--- src/icache_settings.svh ---
`ifndef ICACHE_SETTINGS_SVH
`define ICACHE_SETTINGS_SVH

// cache geometry, fixed by the 512-bit line
`define ICACHE_SETS     64
`define ICACHE_LINE_W   512
`define ICACHE_WORDS    16
`define ICACHE_WORD_W   32

// address split: tag [31:12], index [11:6], word [5:2]
`define ICACHE_TAG_W    20
`define ICACHE_IDX_W    6
`define ICACHE_WSEL_W   4
`define ICACHE_TAG_LSB  12
`define ICACHE_IDX_LSB  6
`define ICACHE_WSEL_LSB 2

// AXI response codes
`define AXI_RESP_OKAY   2'b00
`define AXI_RESP_SLVERR 2'b10

// instruction, secure, unprivileged
`define AXI_PROT_INSN   3'b100

`endif

--- src/icache_tag_array.sv ---
`timescale 1ns/10ps
`include "icache_settings.svh"

module icache_tag_array (
    input  logic                      clk,
    input  logic                      nrst,
    input  logic [`ICACHE_IDX_W-1:0]  rd_index,
    output logic [`ICACHE_TAG_W-1:0]  rd_tag,
    output logic                      rd_valid,
    input  logic                      wr_en,
    input  logic [`ICACHE_IDX_W-1:0]  wr_index,
    input  logic [`ICACHE_TAG_W-1:0]  wr_tag,
    input  logic                      flush
);

    logic [`ICACHE_TAG_W-1:0] tags [0:`ICACHE_SETS-1];
    logic [`ICACHE_SETS-1:0]  valid;

    always_ff @(posedge clk or negedge nrst)
    begin
        if (!nrst)
        begin
            rd_tag   <= '0;
            rd_valid <= 1'b0;
            valid    <= '0;
        end
        else
        begin
            rd_tag   <= tags[rd_index];
            rd_valid <= valid[rd_index];
            // flush beats a coinciding install
            if (flush)
                valid <= '0;
            else if (wr_en)
                valid[wr_index] <= 1'b1;
        end
    end

    always_ff @(posedge clk)
    begin
        if (wr_en)
        begin
            tags[wr_index] <= wr_tag;
        end
    end

endmodule

--- config.mk ---
export PLATFORM = sky130hd
export DESIGN_NAME = icache_tag_array
export DESIGN_NICKNAME = d
export VERILOG_FILES = /design/src/icache_tag_array.sv
export VERILOG_INCLUDE_DIRS = /design/src
export SDC_FILE = /design/constraint.sdc
export NUM_CORES = 1
export LEC_CHECK = 0
export ABC_CLOCK_PERIOD_IN_PS = 3280
export BUFFER_PORTS_ARGS = -buffer_cell sky130_fd_sc_hd__buf_2
export CAP_MARGIN = 20
export CELL_PAD_IN_SITES_DETAIL_PLACEMENT = 1
export CELL_PAD_IN_SITES_GLOBAL_PLACEMENT = 2
export CORE_MARGIN = 2
export CORE_UTILIZATION = 28
export DETAILED_ROUTE_END_ITERATION = 10
export GPL_ROUTABILITY_DRIVEN = 0
export GPL_TIMING_DRIVEN = 1
export PLACE_DENSITY = 0.6
export SLEW_MARGIN = 20
export SYNTH_ARGS = -nofsm -noshare
export SYNTH_HDL_FRONTEND = slang
export SYNTH_SLANG_ARGS = --single-unit
--- constraint.sdc ---
create_clock -name clk -period 3.28 [get_ports clk]
set_input_delay 0.164 -clock clk [delete_from_list [all_inputs] [get_ports clk]]
set_output_delay 0.164 -clock clk [all_outputs]
set_load 0.005 [all_outputs]
==> After elaboration in Yosys (flattened, before gate mapping) <==
Memories as Yosys holds them, arrays and structs flattened. A register that Yosys moved wholly into a read port is not among the register bits.
Cells that the tools add are included.
{ "op_classes": {"addsub": 0, "multipliers": 0, "div": 0, "magnitude_cmp": 3, "n_eq_ne": 0, "shifts": 0, "muxes": 8, "bitwise_logic": 1, "reduce_logical": 3} }
{ "op_table": {"columns": ["op", "count"], "rows": [
  ["$mux W64", 2],
  ["$or A64 B64 Y64", 1],
  ["$lt A6 B7 Y1 const B", 2],
  ["$bmux W1 S6", 1],
  ["$demux W1 S6", 1],
  ["$ge A6 B1 Y1 const B", 1],
  ["$mux W1", 4],
  ["$reduce_bool A2 Y1", 1],
  ["$logic_and A1 B1 Y1", 1],
  ["$logic_not A1 Y1", 1]
]} }
{ "totals": {"reg_bits": 65, "latchBits": 0, "ram_bits": 1280, "romBits": 0, "output_inout_bits": 21, "elab_cells": 18, "mem_count": 1} }
{ "mem_list": {"columns": ["name", "words", "width", "rd", "rd_ports_with_merged_regs", "write_ports", "line_no", "rtl"], "rows": [
  ["tags", 64, 20, 1, 1, 1, "icache_tag_array.sv:16", "logic [`ICACHE_TAG_W-1:0] tags [0:`ICACHE_SETS-1];"]
]} }

==> Logic depth before layout (Yosys ltp) <==
Gate-level depths: netlist of run 1.
{ "depth": {"ltp_word": 7, "depth_mapped": 8, "mapped_depth_nobuf": 4} }

==> Worst setup path before layout of run 1 <==
Ideal clock, no wire load.
{ "synth_timing": {"kind": "in2reg", "from": "input wr_en", "to": "memory tags[48][0] in the netlist's numbering, enable pin", "setup_ns": 0.451, "arrival_ns": 2.663, "required_time_ns": 2.829, "slack_ns": 0.165, "stages": 3, "path_cell_list": "clkbuf_1 > nand4b_1 > nor4_1"} }
{ "synth_between": {"elab_chain_len": 2} }
{ "synth_rtl": {"columns": ["element", "line_no", "rtl"], "rows": [
  ["start: declaration", "icache_tag_array.sv:10", "input logic wr_en,"],
  ["$mux W1", "icache_tag_array.sv:41", "if (wr_en)"],
  ["$mux W1 (implied by the code)", "icache_tag_array.sv:43", "tags[wr_index] <= wr_tag;"],
  ["end: declaration", "icache_tag_array.sv:16", null]
]} }
No other way between the ends.

==> impl_metrics.ini, run 1 <==
[finish]
synthToLayoutAreaGrowth_pct = 18.1
nNetsFinal = 2635
drive_above_1_share_pct = 32.2

[setup_path]
cp.arrival_ns = 2.88
slowest_delay_ns = 0.62
path_depth = 4
crit_fanout = 1
slowest_stage = or4_1
crit_buf_inv = 0
required_ns = 3.89
worstRegToRegCells = 4
crit_path_end_kind = flip-flop
critPathKind = reg -> reg
cp-start-kind = flip-flop
cpLargestDelayFamily = compound AO/OA/AOI/OAI gates
path_cells = mux4_2 > a22oi_1 > a21oi_1 > or4_1

[clocking]
clock_latency_ns = 0.76
ctsResizeCount = 0
cts_tree = yes
cts_buffer_depth = 3
cts_buffers = 142
cts_sinks = 1365
cts-root-buf = clkbuf_16
htree_levels = 4
cts.clk_slew.worst_paths_ns = 0.06

[yosys]
synthTopCellsByCount = 1280 x edfxtp_1, 336 x mux4_2, 186 x nor2_1, 104 x a22oi_1, 85 x dfrtp_1
syn_inst = 2346
synth-seq-area-share_pct = 78.3
synth.distinct_cells = 35
synth_edf_count = 1280
yosys-top-cells-area = edfxtp_1 74%, mux4_2 15%, dfrtp_1 4.1%
netlist_area_sq_um = 51800
yosys.area.top_type_share_pct = 74.2
yosysMostFrequentCell = edfxtp_1
synth_top_area_cell = edfxtp_1
ys_ff_latch = 1365
synth_flop_cell = edfxtp_1
syn_nets = 2382
ys_async_sr_fraction_pct = 6.23
syn_area_per_cell_sq_um = 22.1
ys_warn_count = 0

[route]
wl_per_cell_microns = 28.8
wl_mm = 149
drc = 0
dr_total_vias = 25500
drt-pass1-iter-count = 5
drtIter0Drc = 2621
ant_nets = 0
vias_per_cell = 4.92

[placed_design]
place_hpwl_mm = 90.0
port_buffers = 56

[floorplanning]
core-area_sq_um = 183000
pin_count = 57
die_width_microns = 434
die_y_microns = 434
initial_core_util_pct = 28.2
rows = 157
die_area_sq_um = 189000

[sta]
max_freq_mhz = 440
hold-worst-slack_ns = 0.00843
drv_slew = 0
period_minus_slack_ns = 2.27
max_slew_margin_pct = 28.0
worst_pin_slew_ns = 1.08
tns_ns = 0
hold_violations = 0
finClkSkew_ns = 0.0283
setup_viol_count_final = 0
period_share_pct = 69.3
rsz0062_at_grt = false

[hold_path]
hold_path_class = in -> reg
hold_depth = 1

[outcome]
status = finished clean

[pwr]
total_power_w = 0.0370
power_per_cell_area_nw_per_um2 = 605
leakage_nw = 19.3
worst_ir_drop_vdd_mv = 0.535

[global_route]
grt-ovfl-total = 0
grt_pass1_wl_mm = 211
grt_max_degree = 77
track_usage_pct = 15.9
antenna_found_initial = 18
grt_pass1_vias = 27400

[run]
maxCapViolCount = 0
worst paths after layout:
| kind | slack, ns | startpoint | endpoint |
|---|---|---|---|
| worst max-delay path | 1.01 | tags[53][11] | rd_tag[11] |
| worst max register to register | 1.01 | tags[53][11] | rd_tag[11] |
| worst min register to register | 0.50 | valid[18] | valid[18] |
| min in group asynchronous | 0.48 | nrst | valid[15] |
| worst min-delay path | 0.008 | wr_tag[17] | tags[63][17] |
| max in group asynchronous | 2.02 | nrst | rd_tag[11] |
registers in the layout, indices dropped and copies added, names as in the netlist:
| register | flops |
|---|---|
| rd_tag | 20 |
| rd_valid | 1 |
| tags | 1280 |
| valid | 64 |
timing repair:
item	4_1_cts	5_1_grt
setup buffers	0	0
setup endpoints to repair	0	0
hold buffers	13	4
hold endpoints to repair	216	121
per-stage QoR:
stage / util, % / instances / setup slack, ns / area (sq um)
2_1_floorplan: - / 2346 / 0.165 / 51800
3_3_place_gp: 30.7 / 4900 / 0.343 / 56400
3_5_place_dp: 30.8 / 4901 / 0.315 / 56400
4_1_cts: 33.3 / 5169 / 0.917 / 61100
5_1_grt: 33.4 / 5176 / 0.942 / 61200
6_report: 33.4 / 5179 / 1.01 / 61200
layer usage:
metal	GRT usage, %	part of all wire [%]	vias up
met3	2.97	5.8	237
met5	0	0.030	-
met2	26.8	50	801
met4	5.00	2.6	6
met1	20.7	42	14000
li1	-	-	10400
cells by family (layout without fill, tap and decap cells):
logic type	after synthesis	after routing	synth area share, %
compound gates	214	214	2.88
buf+inv	143	507	1.26
flops	1365	1365	78.3
mux	368	368	15.3
other cells	0	5	0
simple gates	256	256	2.27
where the power goes:
part           total (W)  internal (W)  switching, W
clock network     0.0159       0.00925       0.00666
registers         0.0193        0.0192     0.0000876
logic            0.00184      0.000696       0.00115
total             0.0370        0.0291       0.00790
final cells by class:
type	instances	area, sq um
Fill cell	18200	122000
Sequential cell	1365	40600
Multi-Input combinational cell	838	10800
Clock buffer	189	3920
Tap cell	2464	3080
Timing Repair Buffer	249	2190
Clock inverter	66	622
Antenna cell	5	12.5
Inverter	3	11.3
layout by cell type (no fill, tap or decap), types with 3 or more instances in the layout:
cell type	n
nand2b_1	6
clkbuf_16	147
edfxtp_1	1280
clkbuf_1	34
clkinv_2	18
nor3_2	4
and3_1	10
clkinv_1	27
a221o_1	30
inv_6	5
a22oi_1	104
dfrtp_1	85
a21oi_1	72
bufinv_16	11
diode_2	5
or2_2	4
nand4bb_1	3
or4_1	11
nor4_1	10
buf_2	46
nor2_2	60
or3b_2	3
nand4b_1	4
buf_12	29
mux2_2	30
a31oi_1	4
clkbuf_8	8
dlygate4sd3_1	16
nor2_1	125
mux4_2	336
buf_4	155
inv_1	3
(Power assumes the default switching activity.)
==> run 2, diff against run 1 <==
--- a/config.mk
+++ b/config.mk
@@ -6,7 +6,8 @@
 export SDC_FILE = /design/constraint.sdc
 export NUM_CORES = 1
 export LEC_CHECK = 0
-export ABC_CLOCK_PERIOD_IN_PS = 3280
+export ABC_AREA = 1
+export ABC_CLOCK_PERIOD_IN_PS = 2100
 export BUFFER_PORTS_ARGS = -buffer_cell sky130_fd_sc_hd__buf_2
 export CAP_MARGIN = 20
 export CELL_PAD_IN_SITES_DETAIL_PLACEMENT = 1
@@ -16,7 +17,7 @@
 export DETAILED_ROUTE_END_ITERATION = 10
 export GPL_ROUTABILITY_DRIVEN = 0
 export GPL_TIMING_DRIVEN = 1
-export PLACE_DENSITY = 0.6
+export PLACE_DENSITY = 0.66
 export SLEW_MARGIN = 20
 export SYNTH_ARGS = -nofsm -noshare
 export SYNTH_HDL_FRONTEND = slang
==> constraint.sdc (replaced) <==
create_clock -name clk -period 2.1 [get_ports clk]
set_input_delay 0.105 -clock clk [delete_from_list [all_inputs] [get_ports clk]]
set_output_delay 0.105 -clock clk [all_outputs]
set_load 0.005 [all_outputs]
==> run 2 against run 1 <==
Via count grew 47%. Die area grew 6.3%. Wire length grew 25%. Flip-flop and latch count is the same. First-iteration DRC count grew 18%. Clock power grew 62%. Clock skew shrank 0.0029 ns. Critical endpoint is now rd_tag[12].
==> impl_metrics.ini, run 2 <==
[clocking]
clock_latency_ns = 0.80
ctsResizeCount = 0
htree_levels = 4
cts-root-buf = clkbuf_16
cts_buffer_depth = 3
cts_buffers = 150
cts_sinks = 1365
cts_tree = yes
cts.clk_slew.worst_paths_ns = 0.06

[floorplanning]
core-area_sq_um = 195000
rows = 162
die_y_microns = 448
pin_count = 57
initial_core_util_pct = 28.2
die_area_sq_um = 200000
die_width_microns = 448

[yosys]
yosysMostFrequentCell = nand2_1
ys_async_sr_fraction_pct = 6.23
yosys.area.top_type_share_pct = 69.7
synth_top_area_cell = edfxtp_1
syn_area_per_cell_sq_um = 11.6
ys_ff_latch = 1365
ys_warn_count = 0
synth_edf_count = 1280
synthTopCellsByCount = 1714 x nand2_1, 1280 x edfxtp_1, 1134 x nand3_1, 192 x nor2_1, 173 x buf_2
synth_flop_cell = edfxtp_1
syn_inst = 4763
synth.distinct_cells = 15
netlist_area_sq_um = 55100
yosys-top-cells-area = edfxtp_1 70%, nand2_1 12%, nand3_1 10%
synth-seq-area-share_pct = 73.6
syn_nets = 4799

[setup_path]
worstSetupStartpoint = tags[55][12]
r2r_start = tags[55][12]
r2r_slack_ns = 0.28
reg2reg_to = rd_tag[12]
cp-start-kind = flip-flop
required_ns = 2.75
setup.worst_path.end = rd_tag[12]
critPathKind = reg -> reg
crit_fanout = 1
worstRegToRegCells = 8
crit_path_end_kind = flip-flop
cp.arrival_ns = 2.48

[placed_design]
postPlaceCellArea_sq_um = 61900
place_hpwl_mm = 114
dpl.cell_count = 7486
port_buffers = 56
pre_cts_slack_ns = -0.227

[sta]
max_slew_margin_pct = 45.2
setup_ws_ns = 0.277
rsz0062_at_grt = false
period_share_pct = 86.8
finClkSkew_ns = 0.0255
period_minus_slack_ns = 1.82
drv_slew = 0
setup_viol_count_final = 0
worst_pin_slew_ns = 0.820
hold_violations = 0
max_freq_mhz = 548

[pwr]
p_int_w = 0.0461
swShare_pct = 23.6
p_sw_w = 0.0143
power_frac_clock_pct = 42.8
seqPwrFrac_pct = 49.8
power_per_cell_area_nw_per_um2 = 902
combPwrFrac_pct = 7.4
worst_ir_drop_vdd_mv = 0.708
leakage_nw = 24.4

[finish]
layout_commonest_cell = nand2_1
final_util_pct = 34.3
fillCellCount = 21000
fin_cells = 7793
largest_reg_flops = 1280
final_cell_area_sq_um = 66900
drive_above_1_share_pct = 12.9
nNetsFinal = 5078
synthToLayoutAreaGrowth_pct = 21.4
top_regs = tags (1280), valid (64), rd_tag (20)
regMostFlops = tags
final_cell_mix = 1714 x nand2_1, 1280 x edfxtp_1, 1134 x nand3_1, 188 x buf_4

[global_route]
antenna_found_initial = 7
grt_pass1_wl_mm = 274
track_usage_pct = 18.7
grt_max_degree = 85
grt-ovfl-total = 0
grt_pass1_vias = 39100

[route]
vias_per_cell = 4.82
drc = 0
drtIter0Drc = 3080
wl_per_cell_microns = 24.1
dr_total_vias = 37500
wl_mm = 187
drt-pass1-iter-count = 5
ant_nets = 0

[outcome]
status = finished clean

[run]
maxCapViolCount = 0

[hold_path]
hold_path_class = in -> async
==> run 2: changes by cell type in the layout (fill, tap and decap cells not counted), moves of 12 or more <==
cell / delta
a21oi_1: -72
clkinv_2: +12
nand2_1: +1712
nor3_1: +14
dlygate4sd3_1: +12
buf_4: +33
mux4_2: -336
mux2_2: -30
a221o_1: -30
inv_1: +37
a22oi_1: -104
buf_12: +126
nor2_1: +14
nand3_1: +1133
==> run 2: logic make-up after synthesis <==
kind of cell,share of synthesized area (%)
DFF,73.6
and+or+nand+nor,23.4
buffers and inverters,3.01
==> run 2: area by class of cell <==
cell class	instances	area, sq um	area share (%)
multi-input combinational	3054	13000	19.5
sequential	1365	40600	60.6
clock inverter	83	674	1.01
inverter	46	205	0.307
antenna	4	10.0	0.0150
clock buffer	192	4070	6.08
tap	2624	3280	4.91
timing repair buffer	425	5090	7.61
==> run 2: repair_timing <==
action	CTS	global route
hold endpoints to repair	1271	0
hold buffers	28	0
endpoints found under the setup margin	0	0
buffers inserted	0	0
==> run 2: power by group through the flow <==
stage | clock network [W] | logic (W) | registers, W
2_1_floorplan | 0 | 0.00192 | 0.0306
3_3_place_gp | 0 | 0.00444 | 0.0307
3_5_place_dp | 0 | 0.00446 | 0.0307
4_1_cts | 0.0264 | 0.00452 | 0.0301
5_1_grt | 0.0273 | 0.00484 | 0.0301
6_report | 0.0258 | 0.00446 | 0.0301
==> run 2: critical path, cell delays in order (launching register included) <==
cell,delay [ns]
edfxtp_1,0.37
nand2_1,0.07
nand3_1,0.07
nand3_1,0.08
nand2_1,0.13
nand2_1,0.10
nand3_1,0.29
nand3_1,0.45
nand2_1,0.12
==> run 2: layer usage <==
layer	track usage [%]	wire length [microns]	vias to the layer above
met5	0	13	-
met4	5.45	5080	2
met3	2.25	6410	224
met2	31.3	90700	660
met1	25.4	85200	19500
li1	-	-	17200
==> run 2: worst min-delay path by stage <==
stage / from / end
3_3_place_gp: nrst / rd_valid
4_1_cts: nrst / rd_tag[11]
3_5_place_dp: nrst / rd_valid
2_1_floorplan: nrst / rd_tag[0]
5_1_grt: nrst / rd_tag[11]
6_report: nrst / rd_tag[11]
==> run 2: through the flow <==
| stage | hold slack (ns) | setup TNS [ns] | total power (W) |
|---|---|---|---|
| 4_1_cts | 0.00549 | 0 | 0.0610 |
| 5_1_grt | 0.0500 | 0 | 0.0622 |
| 6_report | 0.0763 | 0 | 0.0604 |
| 3_5_place_dp | 0.226 | -1.02 | 0.0351 |
| 2_1_floorplan | -0.191 | 0 | 0.0325 |
| 3_3_place_gp | 0.230 | -0.914 | 0.0351 |
