==> config.mk <==
export PLATFORM = sky130hd
export DESIGN_NAME = icache_ctrl
export DESIGN_NICKNAME = d
export VERILOG_FILES = /design/src/icache_pkg.sv /design/src/icache_ctrl.sv
export VERILOG_INCLUDE_DIRS = /design/src
export SDC_FILE = /design/constraint.sdc
export NUM_CORES = 1
export LEC_CHECK = 0
export ABC_AREA = 1
export BUFFER_PORTS_ARGS = -buffer_cell sky130_fd_sc_hd__buf_2
export CAP_MARGIN = 5
export CORE_MARGIN = 10
export CORE_UTILIZATION = 34
export CTS_CLUSTER_DIAMETER = 60
export DETAILED_ROUTE_END_ITERATION = 8
export PLACE_DENSITY = 0.68
export SYNTH_ARGS = -nofsm -noshare
export SYNTH_HDL_FRONTEND = slang
export SYNTH_SLANG_ARGS = --single-unit
==> constraint.sdc <==
create_clock -name clk -period 2.3 [get_ports clk]
set_input_delay 0.23 -clock clk [delete_from_list [all_inputs] [get_ports clk]]
set_output_delay 0.23 -clock clk [all_outputs]
set_load 0.02 [all_outputs]
==> src/icache_settings.svh <==
`ifndef ICACHE_SETTINGS_SVH
`define ICACHE_SETTINGS_SVH

// cache geometry, fixed by the 512-bit line
`define ICACHE_SETS     64
`define ICACHE_LINE_W   512
`define ICACHE_WORDS    16
`define ICACHE_WORD_W   32

// address split: tag [31:12], index [11:6], word [5:2]
`define ICACHE_TAG_W    20
`define ICACHE_IDX_W    6
`define ICACHE_WSEL_W   4
`define ICACHE_TAG_LSB  12
`define ICACHE_IDX_LSB  6
`define ICACHE_WSEL_LSB 2

// AXI response codes
`define AXI_RESP_OKAY   2'b00
`define AXI_RESP_SLVERR 2'b10

// instruction, secure, unprivileged
`define AXI_PROT_INSN   3'b100

`endif

==> src/icache_pkg.sv <==
package icache_pkg;

    // read address channel payload
    typedef struct packed
    {
        logic [31:0] addr;
        logic [2:0]  prot;
    } axi_ar_t;

    // read data channel payload
    typedef struct packed
    {
        logic [31:0] data;
        logic [1:0]  resp;
    } axi_r_t;

    // fetch-side controller
    typedef enum logic [2:0]
    {
        IDLE,
        LOOKUP,
        REFILL,
        INSTALL,
        RESPOND
    } ctrl_state_t;

    // line refill engine
    typedef enum logic [1:0]
    {
        R_IDLE,
        R_ADDR,
        R_DATA,
        R_DONE
    } refill_state_t;

endpackage

==> src/icache_ctrl.sv <==
`timescale 1ns/10ps
`include "icache_settings.svh"

module icache_ctrl (
    input  logic                       clk,
    input  logic                       nrst,
    input  icache_pkg::axi_ar_t        s_ar,
    input  logic                       s_arvalid,
    output logic                       s_arready,
    output icache_pkg::axi_r_t         s_r,
    output logic                       s_rvalid,
    input  logic                       s_rready,
    output logic [`ICACHE_IDX_W-1:0]   arr_index,
    output logic [`ICACHE_WSEL_W-1:0]  arr_wsel,
    input  logic [`ICACHE_TAG_W-1:0]   rd_tag,
    input  logic                       rd_valid,
    input  logic [`ICACHE_WORD_W-1:0]  rd_word,
    output logic                       install,
    output logic [`ICACHE_TAG_W-1:0]   inst_tag,
    output logic                       refill_start,
    output logic [31:0]                refill_base,
    input  logic                       refill_done,
    input  logic                       refill_err
);

    icache_pkg::ctrl_state_t state, state_d;
    logic [31:0]        addr_q;
    logic               rd_ok;
    logic               hit;
    logic               ar_fire;
    icache_pkg::axi_r_t r_q;

    assign ar_fire = s_arvalid && s_arready;

    // array outputs are valid in the second LOOKUP cycle
    assign hit = rd_valid && (rd_tag == addr_q[`ICACHE_TAG_LSB +: `ICACHE_TAG_W]);

    assign arr_index    = addr_q[`ICACHE_IDX_LSB +: `ICACHE_IDX_W];
    assign arr_wsel     = addr_q[`ICACHE_WSEL_LSB +: `ICACHE_WSEL_W];
    assign inst_tag     = addr_q[`ICACHE_TAG_LSB +: `ICACHE_TAG_W];
    assign refill_base  = {addr_q[31:`ICACHE_IDX_LSB], `ICACHE_IDX_LSB'(0)};
    assign refill_start = (state == icache_pkg::LOOKUP) && rd_ok && !hit;
    assign install      = (state == icache_pkg::INSTALL);
    assign s_rvalid     = (state == icache_pkg::RESPOND);
    assign s_r          = r_q;

    always_comb
    begin
        state_d = state;
        case (state)
            icache_pkg::IDLE:
                if (ar_fire)
                    state_d = icache_pkg::LOOKUP;
            icache_pkg::LOOKUP:
                if (rd_ok)
                    state_d = hit ? icache_pkg::RESPOND : icache_pkg::REFILL;
            icache_pkg::REFILL:
                if (refill_done)
                    state_d = refill_err ? icache_pkg::RESPOND : icache_pkg::INSTALL;
            icache_pkg::INSTALL:
                state_d = icache_pkg::LOOKUP;
            icache_pkg::RESPOND:
                if (s_rready)
                    state_d = icache_pkg::IDLE;
            default:
                state_d = icache_pkg::IDLE;
        endcase
    end

    always_ff @(posedge clk or negedge nrst)
    begin
        if (!nrst)
        begin
            state     <= icache_pkg::IDLE;
            s_arready <= 1'b0;
            rd_ok     <= 1'b0;
        end
        else
        begin
            state     <= state_d;
            s_arready <= (state_d == icache_pkg::IDLE);
            rd_ok     <= (state == icache_pkg::LOOKUP) && !rd_ok;
        end
    end

    // fetch address and response payload
    always_ff @(posedge clk)
    begin
        if (ar_fire)
            addr_q <= s_ar.addr;
        if (state == icache_pkg::LOOKUP && rd_ok && hit)
            r_q <= '{data: rd_word, resp: `AXI_RESP_OKAY};
        else if (state == icache_pkg::REFILL && refill_done && refill_err)
            r_q <= '{data: 32'h0, resp: `AXI_RESP_SLVERR};
    end

endmodule

Word level (Yosys, flattened, before mapping)

Cells that the tools add are included.

Flip-flop bits (word level): 70
Input bits: 94
Output and inout bits: 100
Word-level logic and storage cells: 33

Equal/unequal tests: 5
Mux-type cells: 9
Reduce and logical (&&, ||, !) cells: 13

Operators with widths:

| kind               | count |
|---|---|
| $mux 34            | 2 |
| $eq 20x20->1       | 1 |
| $mux 3             | 6 |
| $pmux 3 s5         | 1 |
| $logic_and 1x1->1  | 8 |
| $eq 3x2->1 const B | 2 |
| $logic_not 3->1    | 2 |
| $eq 3x1->1 const B | 1 |
| $eq 3x3->1 const B | 1 |
| $logic_not 1->1    | 2 |
| $reduce_bool 2->1  | 1 |

Logic depth before layout (Yosys ltp)

Gate-level depths: netlist of the first run.

Depth after elaboration: 6
Mapped depth: 10
Mapped depth without buffers: 10

Worst setup path after synthesis of the first run

No wires, ideal clock.

Path type: register to register
Start: reg addr_q[29]
End: reg r_q, in the netlist s_r[10] (enable)
Setup time: 0.389 ns
Arrival time: 1.998 ns
Required time: 1.911 ns
Path slack: -0.087 ns
Stages on the path, launching flop included: 7
Path buffers: 1
Clock period less this slack: 2.387 ns
Cells stage by stage: edfxtp_1 -> xnor2_1 -> nand3_1 -> nor2_2 -> nand4_4 -> buf_6 -> nand2_1

Cells in the longest elaborated chain, start to end: 4

RTL lines:

| element                     | RTL line          | source |
|---|---|---|
| start: declaration          | icache_ctrl.sv:27 | `logic [31:0] addr_q;` |
| start signal: assignment    | icache_ctrl.sv:90 | `addr_q <= s_ar.addr;` |
| $eq 20x20->1                | icache_ctrl.sv:36 | `` assign hit = rd_valid && (rd_tag == addr_q[`ICACHE_TAG_LSB +: `ICACHE_TAG_W]); `` |
| $logic_and 1x1->1           | icache_ctrl.sv:36 |  |
| $logic_and 1x1->1           | icache_ctrl.sv:91 | `if (state == icache_pkg::LOOKUP && rd_ok && hit)` |
| $reduce_bool 2->1 (no line) | -                 |  |
| end signal: assignment      | icache_ctrl.sv:92 | `` r_q <= '{data: rd_word, resp: `AXI_RESP_OKAY}; `` |
| end signal: assignment      | icache_ctrl.sv:94 | `` r_q <= '{data: 32'h0, resp: `AXI_RESP_SLVERR}; `` |
| end: declaration            | icache_ctrl.sv:31 | `icache_pkg::axi_r_t r_q;` |

No other way between the ends.
A chain may end at the register's enable or synchronous reset.

Final worst setup path of the first run

Start: reg addr_q[23]
End: out refill_start

Cells in the longest elaborated chain, start to end: 4

RTL lines:

| element           | RTL line          | source |
|---|---|---|
| $eq 20x20->1      | icache_ctrl.sv:36 |  |
| $logic_and 1x1->1 | icache_ctrl.sv:36 |  |
| $logic_not 1->1   | icache_ctrl.sv:42 | `assign refill_start = (state == icache_pkg::LOOKUP) && rd_ok && !hit;` |
| $logic_and 1x1->1 | icache_ctrl.sv:42 |  |
| end: declaration  | icache_ctrl.sv:20 | `output logic refill_start,` |

No other way between the ends.

==> impl_metrics.csv, run 1 <==
group,metric,value,unit
detailed_routing,drc,0,
grt,grt_pass1_vias,2709,
worst_setup_path,critPathKind,"reg2out",
finish,fin_area,4260,µm²
placement,hpwl,7.02,mm
logic_synthesis,synth_cells,314,
die,die_h,117,µm
logic_synthesis,ys_seq_area_share,62.3,%
logic_synthesis,netlist.area_leader.share,57.8,%
logic_synthesis,yosysUniqueCellTypes,21,
finish,multiInputGateArea,678,µm²
pwr,power_leakage,2.30,nW
finish,area_delta_synth_final,32.1,%
run_status,status,"complete, no violations",
logic_synthesis,syn_area,3220,µm²
clock_tree,cts_setup_buffers,0,
worst_setup_path,r2r_start,"addr_q[12]",
finish,final_util,46.1,%
timing,hold_ws,71.6,ps
logic_synthesis,yosysTopAreaCell,"edfxtp_1",
detailed_routing,first_pass_iters,4,
clock_tree,clk_latency,330,ps
logic_synthesis,ys_ff_latch,68,
pwr,sequentialPowerShare,48.0,%
timing,setup_viol,0,
timing,maxSlewHeadroom,63.2,%
die,pin_count,194,
clock_tree,clockBufferDepth,2,
detailed_routing,initialDrtViolationCount,76,
detailed_routing,postRouteWirelength,8.56,mm
clock_tree,cts_resized,0,
logic_synthesis,syn_avg_cell_area,10.3,µm²
finish,final_cells,614,
worst_setup_path,rrSetupSlack,470,ps
grt,antenna_found_initial,0,
detailed_routing,viasPerCell,4.02,
die,start_util,34.9,%
detailed_routing,wl_per_cell,13.9,µm
pwr,p_int,2.21,mW
clock_tree,htree_levels,3,
min_path,holdPathEnd,"addr_q[7]",
pwr,clkPwrFrac,25.2,%
grt,grt.overflow.total,0,
worst_setup_path,crit_arrival,1680,ps
grt,grt_pass1_wl,13.7,mm
logic_synthesis,yosys_warnings,0,
timing,tns,0,ps
logic_synthesis,synthTopCellsByArea,"edfxtp_1 58%, inv_1 8.7%, buf_4 7.7%",
clock_tree,cts.clk_slew.worst_paths,80,ps
detailed_routing,vias,2470,
worst_setup_path,crit_fanout,3,
timing,rsz0062_at_grt,"false",
worst_setup_path,rr_endpoint,"s_r[23]",
min_path,min_path_cells,1,
clock_tree,cts_buffers,9,
worst_setup_path,endpoint_kind,"output port",
worst_setup_path,required,2070,ps
placement,routabilityCongestion,0.756,
timing,period_share,83.2,%
finish,drive_gt1_share,48.7,%
placement,dp_cells,597,
placement,dpl_cell_area,4080,µm²
die,die_area,13800,µm²
pwr,netSwitchingPower,1.16,mW
flow_run,maxCapViolations,0,
pwr,ir_worst_vdd,395,µV
finish,antenna_cells,0,
die,fp.dieW,117,µm
clock_tree,cts_tree,"done",
min_path,hold_path_startpoint,"s_ar[10]",
timing,worst_pin_slew,552,ps
detailed_routing,postRouteAntennaNets,0,
finish,nFillCells,892,
finish,nets,574,
timing,clock_skew,10.9,ps
timing,clock.fmax,522,MHz
die,core,9240,µm²
timing,fin_crit,1910,ps
clock_tree,cts_root_buf,"clkbuf_8",
placement,port_buffers,181,
timing,final_hold_viol_count,0,
finish,register_area,2010,µm²
worst_setup_path,rr_worst_depth,6,
grt,grt_max_degree,35,
clock_tree,ctsHoldBuffers,1,
die,placementRows,35,
timing,drv_slew,0,
min_path,hp-class,"in2reg",
grt,grt_usage,12.2,%
worst_setup_path,start_kind,"register",
clock_tree,cts_sinks,68,
pwr,p_comb_share,26.8,%
pwr,netSwitchingFraction,34.4,%
pwr,p_per_area,792,nW/µm²
-- cell usage in the layout (no fill, tap or decap), drive strengths merged --
master	count
buf	184
inv	75
nand2	63
edfxtp	62
nor2	51
clkbuf	9
nand3	7
conb	7
dfrtp	5
clkinv	5
o21ai	4
nor3	2
or2	2
clkinvlp	2
nand4	2
xnor2	1
a21oi	1
a21boi	1
dlygate4sd3	1
dfxtp	1
-- routing by layer --
layer	wire length (µm)	part of all wire, %	vias to the layer above	GRT usage, %
met3	1150	13	7	7.67
li1	-	-	1240	-
met1	3300	39	1098	12.2
met4	76	0.89	0	2.90
met5	0	0	-	0
met2	4040	47	125	20.9
-- critical path: stages, from the launching register on --
cell	delay (ps)
edfxtp_1	380
inv_1	70
nand2_1	70
nand2_1	90
nor2_1	110
nand2_1	70
nor2_2	150
nand3_1	90
nand2_1	120
inv_1	50
buf_2	160
-- flip-flops by register name, indices dropped and copies added (netlist names) --
register	flops
addr_q	30
s_r	33
state	3
s_arready	1
rd_ok	1
-- stage by stage --
stage	power [mW]	worst slack, ps
3_5_place_dp	2.57	450
3_3_place_gp	2.55	472
4_1_cts	3.43	338
6_report	3.37	386
5_1_grt	3.58	131
2_1_floorplan	2.28	220
-- cells in the mapped netlist --
cell,number
nor2_2,29
buf_6,3
dfxtp_1,1
o21ai_0,3
edfxtp_1,62
nand4_1,1
nor3_1,2
nand3_1,7
nand2_1,63
a21boi_0,1
buf_4,33
dfrtp_1,5
inv_1,75
nor2_1,19
xnor2_1,1
nor2_4,3
o21ai_1,1
a21oi_1,1
nand4_4,1
or2_2,2
conb_1,1
-- cell families after synthesis --
group | Yosys count | share of synthesized area, %
AOI/OAI and AO/OA | 6 | 1.01
xor gates and xnor gates | 1 | 0.272
buffers and inverters | 111 | 17.5
DFF | 68 | 62.3
other | 1 | 0.116
and+or+nand+nor | 127 | 18.9
-- how the worst max path moves through the flow --
stage / from / to / slack (ps)
floorplan: addr_q[29] / s_r[10] / 220
finish: addr_q[23] / refill_start / 390
global route: addr_q[15] / refill_start / 130
CTS: addr_q[27] / refill_start / 340
global placement: addr_q[12] / s_arready / 470
detailed placement: addr_q[12] / s_r[33] / 450
-- power groups by stage --
stage / clock network [mW] / registers (mW) / logic [mW]
detailed placement: 0 / 1.65 / 0.918
global route: 0.940 / 1.64 / 1.00
global placement: 0 / 1.64 / 0.913
floorplan: 0 / 1.79 / 0.497
finish: 0.849 / 1.62 / 0.904
CTS: 0.888 / 1.62 / 0.921
-- cell type report --
class                      instances  area share (%)
clock buffer                       9            2.91
tap                              129            3.79
multi-input combinational        141            15.9
timing repair buffer             185            22.6
clock inverter                     7            1.03
sequential                        68            47.1
inverter                          75            6.61
Power figures use the tool's default switching activity.
==> run 2: changes to the inputs <==
Clock period 2.3 ns to 1.75 ns, I/O delays scaled along.
==> impl_metrics.csv, run 2 (same netlist as run 1, synthesis figures left out) <==
group,metric,value,unit
finish,final_common_cell,"buf_2",
placement,hpwl,7.09,mm
grt,grt.overflow.total,0,
detailed_routing,viasPerCell,4.09,
worst_setup_path,crit_fanout,8,
worst_setup_path,rr_worst_depth,9,
worst_setup_path,cp_common_cell,"nand2_1",
finish,final_cell_mix,"180 x buf_2, 74 x inv_1, 62 x edfxtp_1",
grt,grt_pass1_wl,14.1,mm
die,die_area,13800,µm²
die,fp.dieW,117,µm
finish,antenna_cells,0,
clock_tree,htree_levels,3,
clock_tree,clk_latency,350,ps
min_path,hp-class,"in2reg",
placement,dp_slack,6.14,ps
finish,nets,613,
timing,clock.fmax,564,MHz
finish,final_util,52.1,%
detailed_routing,initialDrtViolationCount,80,
timing,rsz0062_at_grt,"true",
grt,grt_usage,12.6,%
finish,largest_reg_flops,33,
clock_tree,cts_buffers,9,
worst_setup_path,cp-startpoint,"addr_q[25]",
run_status,violations,"setup timing",
worst_setup_path,slowest_stage,"edfxtp_1",
finish,drive_gt1_share,50.4,%
clock_tree,cts_sinks,68,
clock_tree,cts_tree,"done",
clock_tree,cts_root_buf,"clkbuf_8",
pwr,ir_worst_vdd,610,µV
worst_setup_path,r2r_start,"addr_q[25]",
worst_setup_path,start_kind,"register",
timing,drv_slew,0,
finish,fin_area,4820,µm²
detailed_routing,drc,0,
die,die_h,117,µm
finish,area_delta_synth_final,49.5,%
worst_setup_path,rrSetupSlack,-20,ps
grt,grt_pass1_vias,2857,
pwr,p_per_area,994,nW/µm²
timing,setup_viol,31,
worst_setup_path,path_cells,"nand2_1 > nand2_1 > nor2_1 > nand2_1 > nor2_4 > buf_4 > nand4_4 > clkbuf_16 > nand2_8",
timing,setup_ws,-23.1,ps
detailed_routing,wl_per_cell,14.8,µm
placement,dpl_cell_area,4100,µm²
worst_setup_path,crit_arrival,1820,ps
pwr,power_leakage,2.56,nW
min_path,hold_path_startpoint,"s_ar[31]",
timing,clock_skew,17.9,ps
worst_setup_path,rr_endpoint,"s_r[27]",
die,pin_count,194,
worst_setup_path,crit_buf_inv,2,
worst_setup_path,endpoint_kind,"register",
min_path,holdPathEnd,"addr_q[28]",
clock_tree,cts.clk_slew.worst_paths,80,ps
timing,final_hold_viol_count,0,
die,placementRows,35,
detailed_routing,postRouteAntennaNets,0,
worst_setup_path,critical_path.max_stage_delay,440,ps
timing,period_share,101,%
worst_setup_path,required,1790,ps
worst_setup_path,critPathKind,"reg2reg",
timing,fin_crit,1770,ps
placement,port_buffers,181,
detailed_routing,first_pass_iters,4,
die,start_util,34.9,%
detailed_routing,postRouteWirelength,9.65,mm
grt,antenna_found_initial,0,
clock_tree,clockBufferDepth,2,
flow_run,maxCapViolations,0,
placement,routabilityCongestion,0.741,
run_status,status,"finished, violations left",
die,core,9240,µm²
grt,grt_max_degree,35,
min_path,min_path_cells,1,
detailed_routing,vias,2672,
worst_setup_path,critPathTopFamily,"simple AND/OR/NAND/NOR gates",
-- run 2: cell count changes in the layout (fill, tap and decap cells not counted), sizes merged --
cell         delta
buf            +14
bufinv          +1
clkbuf          +3
clkinv          -3
clkinvlp        -1
dlygate4sd3    +19
inv             +3
nand2           +3
-- run 2: cell type report --
| class | instances | area (µm²) |
|---|---|---|
| clock buffer | 9 | 124 |
| clock inverter | 7 | 81.3 |
| fill | 881 | 4420 |
| inverter | 75 | 282 |
| multi-input combinational | 144 | 792 |
| sequential | 68 | 2010 |
| tap | 129 | 161 |
| timing repair buffer | 221 | 1370 |
-- run 2: worst register-to-register path: stages (launching register included) --
cell and delay, ps:
edfxtp_1 440, nand2_1 100, nand2_1 50, nor2_1 80, nand2_1 100, nor2_4 120
buf_4 130, nand4_4 130, clkbuf_16 210, nand2_8 110
-- run 2: worst max path at each step --
| stage | cells after the start | end |
|---|---|---|
| 2_1_floorplan | 8 | s_r[10] |
| 6_report | 9 | s_r[27] |
| 5_1_grt | 10 | refill_start |
| 3_5_place_dp | 7 | s_r[12] |
| 4_1_cts | 9 | refill_start |
| 3_3_place_gp | 7 | s_r[7] |
-- run 2: repair_timing --
action	in CTS	in global routing
cloned	0	8
endpoints found under the hold margin	24	0
buffers inserted	8	4
gates resized for setup	9	9
hold buffers	20	0
pin swaps	10	10
endpoints found under the setup margin	29	68
-- run 2: power breakdown --
group / total [mW] / switching (mW) / internal, mW
Sequential: 2.12 / 0.118 / 2.01
Combinational: 1.32 / 0.848 / 0.475
Clock: 1.34 / 0.664 / 0.678
-- run 2: through the flow --
| step | setup TNS [ps] | total power, mW | instances | hold slack (ps) |
|---|---|---|---|---|
| after CTS | -799 | 4.81 | 641 | 1.67 |
| after detailed placement | 0 | 3.38 | 597 | -0.338 |
| after global placement | 0 | 3.36 | 597 | -1.90 |
| final | -347 | 4.79 | 653 | 12.6 |
| after floorplan | -987 | 3.01 | 320 | -121 |
| after global routing | -6720 | 5.04 | 653 | 0.743 |
-- run 2: per-layer routing --
layer	GRT usage (%)	wire, µm	vias to the layer above
li1	-	-	1330
met1	11.8	3460	1220
met2	22.6	5010	113
met3	7.29	1090	9
met4	3.52	81	0
met5	0	0	-
